**src/calc_pkg.sv**
```systemverilog
// ----------------------------------------------------------
// shared types, ascii codes, bit timing and fsm encodings
// for the serial calculator; modules pull it in by a
// wildcard import in their headers
// ----------------------------------------------------------
package calc_pkg;

    // ------------------------------------------------------
    // data widths
    // ------------------------------------------------------
    typedef logic [7:0] byte_t;    // one serial character
    typedef logic [3:0] nibble_t;  // operand from low half of a digit
    typedef logic [4:0] result_t;  // sum or difference, carry/borrow in msb

    // ------------------------------------------------------
    // bit timing
    // ------------------------------------------------------
    localparam int TICKS_PER_CLK_DIV = 4;   // CLKOP cycles per oversample tick
    localparam int OVERSAMPLE        = 16;  // ticks per serial bit
    localparam int DIV_W             = $clog2(TICKS_PER_CLK_DIV);
    localparam int OS_W              = $clog2(OVERSAMPLE);

    localparam logic [OS_W-1:0] OS_LAST = OS_W'(OVERSAMPLE - 1);     // last tick of a bit
    localparam logic [OS_W-1:0] OS_MID  = OS_W'(OVERSAMPLE / 2 - 1); // start bit centre

    // ------------------------------------------------------
    // character codes
    // ------------------------------------------------------
    localparam nibble_t    DIGIT_HI    = 4'h3;   // '0'..'?' share this upper nibble
    localparam byte_t      ASCII_PLUS  = 8'h2B;  // '+'
    localparam byte_t      ASCII_MINUS = 8'h2D;  // '-'
    localparam logic [2:0] RESULT_BASE = 3'b010; // result lands in '@'..'_'

    // ------------------------------------------------------
    // state machines
    // ------------------------------------------------------
    typedef enum logic [1:0] {
        RX_IDLE,
        RX_START,
        RX_DATA,
        RX_STOP
    } rx_state_t;

    typedef enum logic [1:0] {
        TX_IDLE,
        TX_START,
        TX_DATA,
        TX_STOP
    } tx_state_t;

    typedef enum logic [1:0] {
        ENG_WAIT_A,   // first operand
        ENG_WAIT_B,   // second operand
        ENG_WAIT_OP   // '+' or '-'
    } eng_state_t;

endpackage

```
**src/calc_out_if.sv**
```systemverilog
// ----------------------------------------------------------
// echo and result strobes from the command engine to the
// transmit arbiter; data is valid only in the strobe cycle
// ----------------------------------------------------------
`timescale 1ns/1ps

interface calc_out_if
    import calc_pkg::*;
();

    logic  o_echo;          // one-cycle echo strobe
    byte_t o_echo_data;     // byte to echo back
    logic  o_result_valid;  // one-cycle result strobe
    byte_t o_result_data;   // ascii coded result

    modport engine (
        output o_echo, o_echo_data, o_result_valid, o_result_data
    );

    modport arbiter (
        input o_echo, o_echo_data, o_result_valid, o_result_data
    );

endinterface

```
**src/baud_tick_gen.sv**
```systemverilog
// ----------------------------------------------------------
// oversample tick enable, one CLKOP pulse every
// TICKS_PER_CLK_DIV cycles, shared by receiver and transmitter
// ----------------------------------------------------------
`timescale 1ns/1ps

module baud_tick_gen
    import calc_pkg::*;
(
    input  logic CLKOP,
    input  logic i_rst,
    output logic o_tick
);

    logic [DIV_W-1:0] div_cnt;  // free running divider

    always_ff @(posedge CLKOP) begin
        if (i_rst) begin
            div_cnt <= '0;
            o_tick  <= 1'b0;
        end else begin
            if (div_cnt == DIV_W'(TICKS_PER_CLK_DIV - 1)) begin
                div_cnt <= '0;
                o_tick  <= 1'b1;  // wrap marks the tick
            end else begin
                div_cnt <= div_cnt + 1'b1;
                o_tick  <= 1'b0;
            end
        end
    end

endmodule

```
**src/uart_rx.sv**
```systemverilog
// ----------------------------------------------------------
// 8N1 receiver, 16x oversampled on the tick enable
// start bit re-checked at its centre, data lsb first
// strobe only when the stop bit samples high
// ----------------------------------------------------------
`timescale 1ns/1ps

module uart_rx
    import calc_pkg::*;
(
    input  logic  CLKOP,
    input  logic  i_rst,
    input  logic  i_tick,
    input  logic  i_serial,
    output logic  o_valid,
    output byte_t o_data
);

    logic            rx_meta;   // first sync stage
    logic            rx_sync;   // line as seen by the fsm
    rx_state_t       state;
    logic [OS_W-1:0] os_cnt;    // ticks inside the current bit
    logic [2:0]      bit_idx;   // data bit being received
    byte_t           shreg;     // incoming bits, lsb first
    logic            bit_done;  // tick at the centre of a data or stop bit

    assign bit_done = i_tick && (os_cnt == OS_LAST);

    // ------------------------------------------------------
    // control path
    // ------------------------------------------------------
    always_ff @(posedge CLKOP) begin
        if (i_rst) begin
            rx_meta <= 1'b1;  // idle line is high
            rx_sync <= 1'b1;
            state   <= RX_IDLE;
            os_cnt  <= '0;
            bit_idx <= '0;
            o_valid <= 1'b0;
        end else begin
            rx_meta <= i_serial;
            rx_sync <= rx_meta;
            o_valid <= 1'b0;  // strobe lasts one clock
            if (i_tick) begin
                case (state)
                    RX_IDLE: begin
                        if (!rx_sync) begin  // falling edge, maybe a start bit
                            state  <= RX_START;
                            os_cnt <= '0;
                        end
                    end
                    RX_START: begin
                        if (os_cnt == OS_MID) begin
                            os_cnt  <= '0;
                            bit_idx <= '0;
                            // glitch if the line went back high
                            state   <= rx_sync ? RX_IDLE : RX_DATA;
                        end else begin
                            os_cnt <= os_cnt + 1'b1;
                        end
                    end
                    RX_DATA: begin
                        if (os_cnt == OS_LAST) begin
                            os_cnt  <= '0;
                            bit_idx <= bit_idx + 3'd1;
                            if (bit_idx == 3'd7) begin
                                state <= RX_STOP;
                            end
                        end else begin
                            os_cnt <= os_cnt + 1'b1;
                        end
                    end
                    RX_STOP: begin
                        if (os_cnt == OS_LAST) begin
                            os_cnt  <= '0;
                            o_valid <= rx_sync;  // low stop bit, frame dropped
                            state   <= RX_IDLE;
                        end else begin
                            os_cnt <= os_cnt + 1'b1;
                        end
                    end
                    default: state <= RX_IDLE;
                endcase
            end
        end
    end

    // ------------------------------------------------------
    // data path
    // ------------------------------------------------------
    always_ff @(posedge CLKOP) begin
        if (bit_done && state == RX_DATA) begin
            shreg <= {rx_sync, shreg[7:1]};  // lsb arrives first
        end
        if (bit_done && state == RX_STOP && rx_sync) begin
            o_data <= shreg;  // held until the next good frame
        end
    end

endmodule

```
**src/calc_engine.sv**
```systemverilog
// ----------------------------------------------------------
// command engine: echoes every received byte and watches
// for digit, digit, operator; on '+' or '-' it sends the
// 5-bit result as one ascii byte next to the operator echo
// ----------------------------------------------------------
`timescale 1ns/1ps

module calc_engine
    import calc_pkg::*;
(
    input  logic  CLKOP,
    input  logic  i_rst,
    input  logic  i_valid,
    input  byte_t i_data,
    calc_out_if.engine cout
);

    eng_state_t state;
    nibble_t    op_a;      // first operand
    nibble_t    op_b;      // second operand
    result_t    sum_res;
    result_t    diff_res;
    logic       is_digit;
    logic       is_op;     // '+' or '-'

    assign is_digit = (i_data[7:4] == DIGIT_HI);
    assign is_op    = (i_data == ASCII_PLUS) || (i_data == ASCII_MINUS);

    // ------------------------------------------------------
    // add/subtract unit, carry or borrow kept in bit 4
    // ------------------------------------------------------
    always_comb begin
        sum_res  = {1'b0, op_a} + {1'b0, op_b};
        diff_res = {1'b0, op_a} - {1'b0, op_b};  // wraps modulo 32
    end

    // ------------------------------------------------------
    // sequencer
    // ------------------------------------------------------
    always_ff @(posedge CLKOP) begin
        if (i_rst) begin
            state               <= ENG_WAIT_A;
            cout.o_echo         <= 1'b0;
            cout.o_result_valid <= 1'b0;
        end else begin
            cout.o_echo         <= i_valid;  // every good byte goes back
            cout.o_result_valid <= 1'b0;
            if (i_valid) begin
                case (state)
                    ENG_WAIT_A: state <= is_digit ? ENG_WAIT_B : ENG_WAIT_A;
                    ENG_WAIT_B: state <= is_digit ? ENG_WAIT_OP : ENG_WAIT_A;
                    ENG_WAIT_OP: begin
                        cout.o_result_valid <= is_op;  // other bytes just restart
                        state               <= ENG_WAIT_A;
                    end
                    default: state <= ENG_WAIT_A;
                endcase
            end
        end
    end

    // operands and outgoing bytes
    always_ff @(posedge CLKOP) begin
        if (i_valid) begin
            cout.o_echo_data <= i_data;
            if (state == ENG_WAIT_A && is_digit) begin
                op_a <= i_data[3:0];
            end
            if (state == ENG_WAIT_B && is_digit) begin
                op_b <= i_data[3:0];
            end
            if (state == ENG_WAIT_OP) begin
                // '@' plus result
                cout.o_result_data <= {RESULT_BASE,
                                       (i_data == ASCII_MINUS) ? diff_res : sum_res};
            end
        end
    end

endmodule

```
**src/tx_arbiter.sv**
```systemverilog
// ----------------------------------------------------------
// shares the one transmitter between echo and result
// echo wins; a result waits for an idle transmitter and no
// echo pending, so it always follows the operator echo
// ----------------------------------------------------------
`timescale 1ns/1ps

module tx_arbiter
    import calc_pkg::*;
(
    input  logic  CLKOP,
    input  logic  i_rst,
    calc_out_if.arbiter cin,
    input  logic  i_busy,
    output logic  o_start,
    output byte_t o_data
);

    logic  echo_pend;  // echo waiting for the transmitter
    logic  res_pend;   // result waiting behind it
    byte_t echo_buf;
    byte_t res_buf;
    logic  tx_free;    // transmitter can take a byte this cycle

    // busy rises one clock after start, so skip the cycle after a start
    assign tx_free = !i_busy && !o_start;

    always_ff @(posedge CLKOP) begin
        if (i_rst) begin
            echo_pend <= 1'b0;
            res_pend  <= 1'b0;
            o_start   <= 1'b0;
        end else begin
            o_start <= 1'b0;
            if (tx_free && echo_pend) begin
                o_start   <= 1'b1;
                echo_pend <= 1'b0;
            end else if (tx_free && res_pend) begin
                o_start  <= 1'b1;
                res_pend <= 1'b0;
            end
            // new strobes win over the clear above
            if (cin.o_echo) begin
                echo_pend <= 1'b1;
            end
            if (cin.o_result_valid) begin
                res_pend <= 1'b1;
            end
        end
    end

    // byte buffers and transmit data
    always_ff @(posedge CLKOP) begin
        if (cin.o_echo) begin
            echo_buf <= cin.o_echo_data;  // a newer echo overwrites
        end
        if (cin.o_result_valid) begin
            res_buf <= cin.o_result_data;
        end
        if (tx_free && echo_pend) begin
            o_data <= echo_buf;
        end else if (tx_free && res_pend) begin
            o_data <= res_buf;
        end
    end

endmodule

```
**src/uart_tx.sv**
```systemverilog
// ----------------------------------------------------------
// 8N1 transmitter paced by the oversample tick
// byte latched on start, busy until the stop bit ends
// ----------------------------------------------------------
`timescale 1ns/1ps

module uart_tx
    import calc_pkg::*;
(
    input  logic  CLKOP,
    input  logic  i_rst,
    input  logic  i_tick,
    input  logic  i_start,
    input  byte_t i_data,
    output logic  o_serial,
    output logic  o_busy
);

    tx_state_t       state;
    logic [OS_W-1:0] os_cnt;    // ticks spent in the current bit
    logic [2:0]      bit_idx;   // data bit on the line
    byte_t           shreg;     // bits still to send
    logic            bit_end;   // last tick of the current bit

    assign bit_end = i_tick && (os_cnt == OS_LAST);

    always_ff @(posedge CLKOP) begin
        if (i_rst) begin
            state    <= TX_IDLE;
            os_cnt   <= '0;
            bit_idx  <= '0;
            o_serial <= 1'b1;  // line idles high
            o_busy   <= 1'b0;
        end else begin
            case (state)
                TX_IDLE: begin
                    if (i_start) begin
                        state    <= TX_START;
                        os_cnt   <= '0;
                        o_serial <= 1'b0;  // start bit
                        o_busy   <= 1'b1;
                    end
                end
                TX_START: begin
                    if (bit_end) begin
                        state    <= TX_DATA;
                        bit_idx  <= '0;
                        o_serial <= shreg[0];  // lsb first
                    end
                end
                TX_DATA: begin
                    if (bit_end) begin
                        bit_idx <= bit_idx + 3'd1;
                        if (bit_idx == 3'd7) begin
                            state    <= TX_STOP;
                            o_serial <= 1'b1;
                        end else begin
                            o_serial <= shreg[1];  // next bit before the shift
                        end
                    end
                end
                TX_STOP: begin
                    if (bit_end) begin
                        state  <= TX_IDLE;
                        o_busy <= 1'b0;  // free again
                    end
                end
                default: state <= TX_IDLE;
            endcase
            if (state != TX_IDLE && i_tick) begin
                os_cnt <= os_cnt + 1'b1;  // wraps to 0 at each bit end
            end
        end
    end

    // shift register, loaded on start
    always_ff @(posedge CLKOP) begin
        if (state == TX_IDLE && i_start) begin
            shreg <= i_data;
        end else if (state == TX_DATA && bit_end) begin
            shreg <= {1'b0, shreg[7:1]};
        end
    end

endmodule

```
**src/calc_uart_top.sv**
```systemverilog
// ----------------------------------------------------------
// serial calculator top level on CLKOP
// rx -> engine -> arbiter -> tx, all paced by one tick
// ----------------------------------------------------------
`timescale 1ns/1ps

module calc_uart_top
    import calc_pkg::*;
(
    input  logic CLKOP,
    input  logic i_rst,
    input  logic i_serial_data,   // from host
    output logic o_serial_data    // to host
);

    logic  tick;       // oversample enable
    logic  rx_valid;   // good byte received
    byte_t rx_data;
    logic  tx_start;   // arbiter kicks the transmitter
    byte_t tx_data;
    logic  tx_busy;

    calc_out_if u_out_if ();  // engine to arbiter strobes

    baud_tick_gen u_tick (
        .CLKOP  (CLKOP),
        .i_rst  (i_rst),
        .o_tick (tick)
    );

    uart_rx u_rx (
        .CLKOP    (CLKOP),
        .i_rst    (i_rst),
        .i_tick   (tick),
        .i_serial (i_serial_data),
        .o_valid  (rx_valid),
        .o_data   (rx_data)
    );

    calc_engine u_eng (
        .CLKOP   (CLKOP),
        .i_rst   (i_rst),
        .i_valid (rx_valid),
        .i_data  (rx_data),
        .cout    (u_out_if.engine)
    );

    tx_arbiter u_arb (
        .CLKOP   (CLKOP),
        .i_rst   (i_rst),
        .cin     (u_out_if.arbiter),
        .i_busy  (tx_busy),
        .o_start (tx_start),
        .o_data  (tx_data)
    );

    uart_tx u_tx (
        .CLKOP    (CLKOP),
        .i_rst    (i_rst),
        .i_tick   (tick),
        .i_start  (tx_start),
        .i_data   (tx_data),
        .o_serial (o_serial_data),
        .o_busy   (tx_busy)
    );

endmodule

```
**config.mk**
```make
export PLATFORM = sky130hd
export DESIGN_NAME = calc_uart_top
export DESIGN_NICKNAME = d
export VERILOG_FILES = /design/src/calc_pkg.sv /design/src/calc_out_if.sv /design/src/baud_tick_gen.sv /design/src/uart_rx.sv /design/src/calc_engine.sv /design/src/tx_arbiter.sv /design/src/uart_tx.sv /design/src/calc_uart_top.sv
export SDC_FILE = /design/constraint.sdc
export NUM_CORES = 1
export LEC_CHECK = 0
export BUFFER_PORTS_ARGS = -buffer_cell sky130_fd_sc_hd__buf_2
export CORE_MARGIN = 5
export CORE_UTILIZATION = 55
export DETAILED_ROUTE_END_ITERATION = 7
export GPL_TIMING_DRIVEN = 0
export PLACE_DENSITY = 0.77
export SLEW_MARGIN = 5
export SYNTH_ARGS = -nofsm -noshare
export SYNTH_HDL_FRONTEND = slang
export SYNTH_HIERARCHICAL = 1
export SYNTH_SLANG_ARGS = --single-unit
```
**constraint.sdc**
```tcl
create_clock -name CLKOP -period 4.12 [get_ports CLKOP]
set_clock_uncertainty 0.1 [all_clocks]
set_input_delay 0.412 -clock CLKOP [delete_from_list [all_inputs] [get_ports CLKOP]]
set_output_delay 0.412 -clock CLKOP [all_outputs]
set_load 0.02 [all_outputs]
```
==> qor.txt <==
Clk_lat worst skew = 0.36 ns
Pwr/cell area = 387 nW/um2
FP Rows = 32
Ratio of final minimum period to clock period = 63.4%
CP required = 4.13 ns
R2r startpoint = u_rx/o_data[1]
Clock-pin slew on the worst setup and hold paths = 0.09 ns
Drt wl/cell = 13.1 um
Max-cap viol count = 0
Num CTS Buffers = 9
Synth Register Bits = 102
Global-route wire length before repair = 10100 um
Vias in the first global route = 2244
Synthesized area = 4260 um2
Final wirelength = 5650 um
Die span in y = 98.0 um
Post-detail-place hpwl = 4100 um
Core Region = 7650 um2
Post-route insts no fill = 431
Max Clk Rate = 383 MHz
Status = complete, no violations
RSZ-0062 raised after global routing = no
Min Tclk post-route = 2.61 ns
Inserted Diodes = 0
Number of fill cells in the layout = 585
Share of cells above drive strength 1 = 20.1%
Setup WS pre-CTS = 1.50 ns
CP Capture Type = register
CTS resizes = 0
Area growth from synthesis to layout = 8.23%
Final net count = 344
Worst Path Max Fanout = 5
Area contributors post-synth = edfxtp_1 (49%), dfxtp_1 (16%), ha_1 (4.7%)
Vias = 2251
Sequential fraction of the synthesis area = 64.2%
CP Launch Type = register
Reg2reg end = u_eng/cout.o_result_data[4]
Final Max Slew Viols = 0
Most common cell after layout, fill and taps aside = edfxtp_1
Detail Route Antenna Nets = 0
DR vias/cell = 5.22
Synthesis Warnings = 6
FF-to-FF path depth = 8
Hold Path Class = primary input to register
Hold path start = i_serial_data
Syn Area/Cell = 13.8 um2
Cell accounting for the most synthesized area = edfxtp_1
WHS Path Cells = 2
Top cell type's share of synthesized area = 48.7%
Leak = 1.65 nW
Initial DRC Count = 98
Post-synth top flop = edfxtp_1
Clk buf depth = 2
WP data arrival = 2.62 ns
Hold Path Sink = u_rx/rx_meta
Global Route Usage Sum = 13.3%
Reg area = 2730 um2
Relative slew margins = 30.6%
Area of the multi-input gates = 1400 um2
Inst Count DP = 415
# DRC = 0
GR Overflow Total = 0
CTS tree = yes
Routability cong. = 0.767
Top Ports = 4
Max VDD drop = 0.000251 V
Commonest non-fill, non-tap cells in the layout = edfxtp_1 (69), dfxtp_1 (33), nor2_1 (28)
Initial Util = 55.7%
Synthesized instance count = 309
Final hold viol count = 0
Final Power = 0.00178 W
Post-layout util = 60.2%
Setup tns final = 0 ns
Initial antenna violation count = 0
Cts hold-fix bufs = 0
Die area = 9600 um2
I/O Buffers = 3
Netlist cell types = 61
First-pass DRT Iterations = 4
Largest net degree at the start of global routing = 19
Root Buffer Master = clkbuf_8
Post-synth EDFFs = 69
Clock sinks = 102
Synth async-reset ratio = 0%
R2R setup slack = 1.51 ns
Chip Width = 98.0 um
Setup Viol. Count Final = 0
H-tree depth = 3
Setup Crit Path Kind = register to register
Worst Slack Setup Final = 1.51 ns
Worst slew pin tran = 1.03 ns
Setup bufs post-CTS = 0
where the power goes:
part	internal, W	switching (W)	leakage, nW
Sequential	0.00109	0.00000746	0.887
Clock	0.000295	0.000311	0.110
Combinational	0.0000360	0.0000480	0.654
metrics by stage:
stage                     hold slack (ns)  area, um2
after floorplan                     0.289       4260
after global placement              0.295       4400
after detailed placement            0.305       4400
after CTS                           0.109       4610
after global routing                0.121       4610
final                               0.136       4610
cell families (layout without fill, tap and decap cells):
| group | Yosys count | in the layout | share of synthesized area, % |
|---|---|---|---|
| AOI/OAI and AO/OA | 39 | 39 | 6.35 |
| xor gates and xnor gates | 5 | 5 | 1.03 |
| adders and majority gates | 17 | 17 | 5.17 |
| buffers and inverters | 25 | 44 | 3.12 |
| DFF | 102 | 102 | 64.2 |
| muxes | 26 | 26 | 6.73 |
| other | 2 | 3 | 0.176 |
| and+or+nand+nor | 93 | 93 | 13.2 |
registers in the layout (all words and copies together) (netlist names), 2 cells and up, named ones only:
register	count
u_arb/echo_buf	8
u_arb/o_data	8
u_arb/res_buf	8
u_eng/cout.o_echo_data	8
u_eng/cout.o_result_data	5
u_eng/op_a	4
u_eng/op_b	4
u_eng/state	2
u_rx/bit_idx	3
u_rx/o_data	8
u_rx/os_cnt	4
u_rx/shreg	8
u_tick/div_cnt	2
u_tx/bit_idx	3
u_tx/os_cnt	4
u_tx/shreg	8
u_tx/state	2
synthesized netlist by cell type (5+ instances only):
library cell,count
o21ai_0,5
nand2_1,14
mux2i_1,8
mux2_2,16
nor2_1,28
edfxtp_1,69
dfxtp_1,33
inv_1,14
nand2b_1,6
a21oi_1,13
ha_1,16
critical path: stages (launching register included):
cell,delay [ns]
edfxtp_1,0.45
nand2b_1,0.23
nor4b_4,0.39
mux2_4,0.36
fa_1,0.43
inv_1,0.07
a21o_1,0.11
a21oi_1,0.07
xor2_1,0.16
how the worst max path moves through the flow:
| stage | start | endpoint | slack (ns) | cells after the start |
|---|---|---|---|---|
| after floorplan | u_rx/o_data[1] | u_eng/cout.o_result_data[4] | 1.70 | 8 |
| after CTS | u_rx/o_data[1] | u_eng/cout.o_result_data[4] | 1.49 | 8 |
| final | u_rx/o_data[1] | u_eng/cout.o_result_data[4] | 1.51 | 8 |
| after global routing | u_rx/o_data[1] | u_eng/cout.o_result_data[4] | 1.38 | 8 |
| after detailed placement | u_rx/o_data[1] | u_eng/cout.o_result_data[4] | 1.50 | 8 |
| after global placement | u_rx/o_data[1] | u_eng/cout.o_result_data[4] | 1.54 | 8 |
final cells by class:
class | count | share of cell area [%]
Buffer | 10 | 1.66
Sequential cell | 102 | 59.3
Clock inverter | 4 | 0.543
Timing Repair Buffer | 3 | 0.326
Inverter | 15 | 1.22
Multi-Input combinational cell | 183 | 30.3
Clock buffer | 12 | 3.88
Tap cell | 102 | 2.77
routing by layer:
| metal | global-route usage [%] | routed length (um) |
|---|---|---|
| met3 | 3.86 | 151 |
| met2 | 22.5 | 2950 |
| met4 | 6.71 | 82 |
| met5 | 0 | 0 |
| met1 | 15.3 | 2470 |
Power figures use the tool's default switching activity.
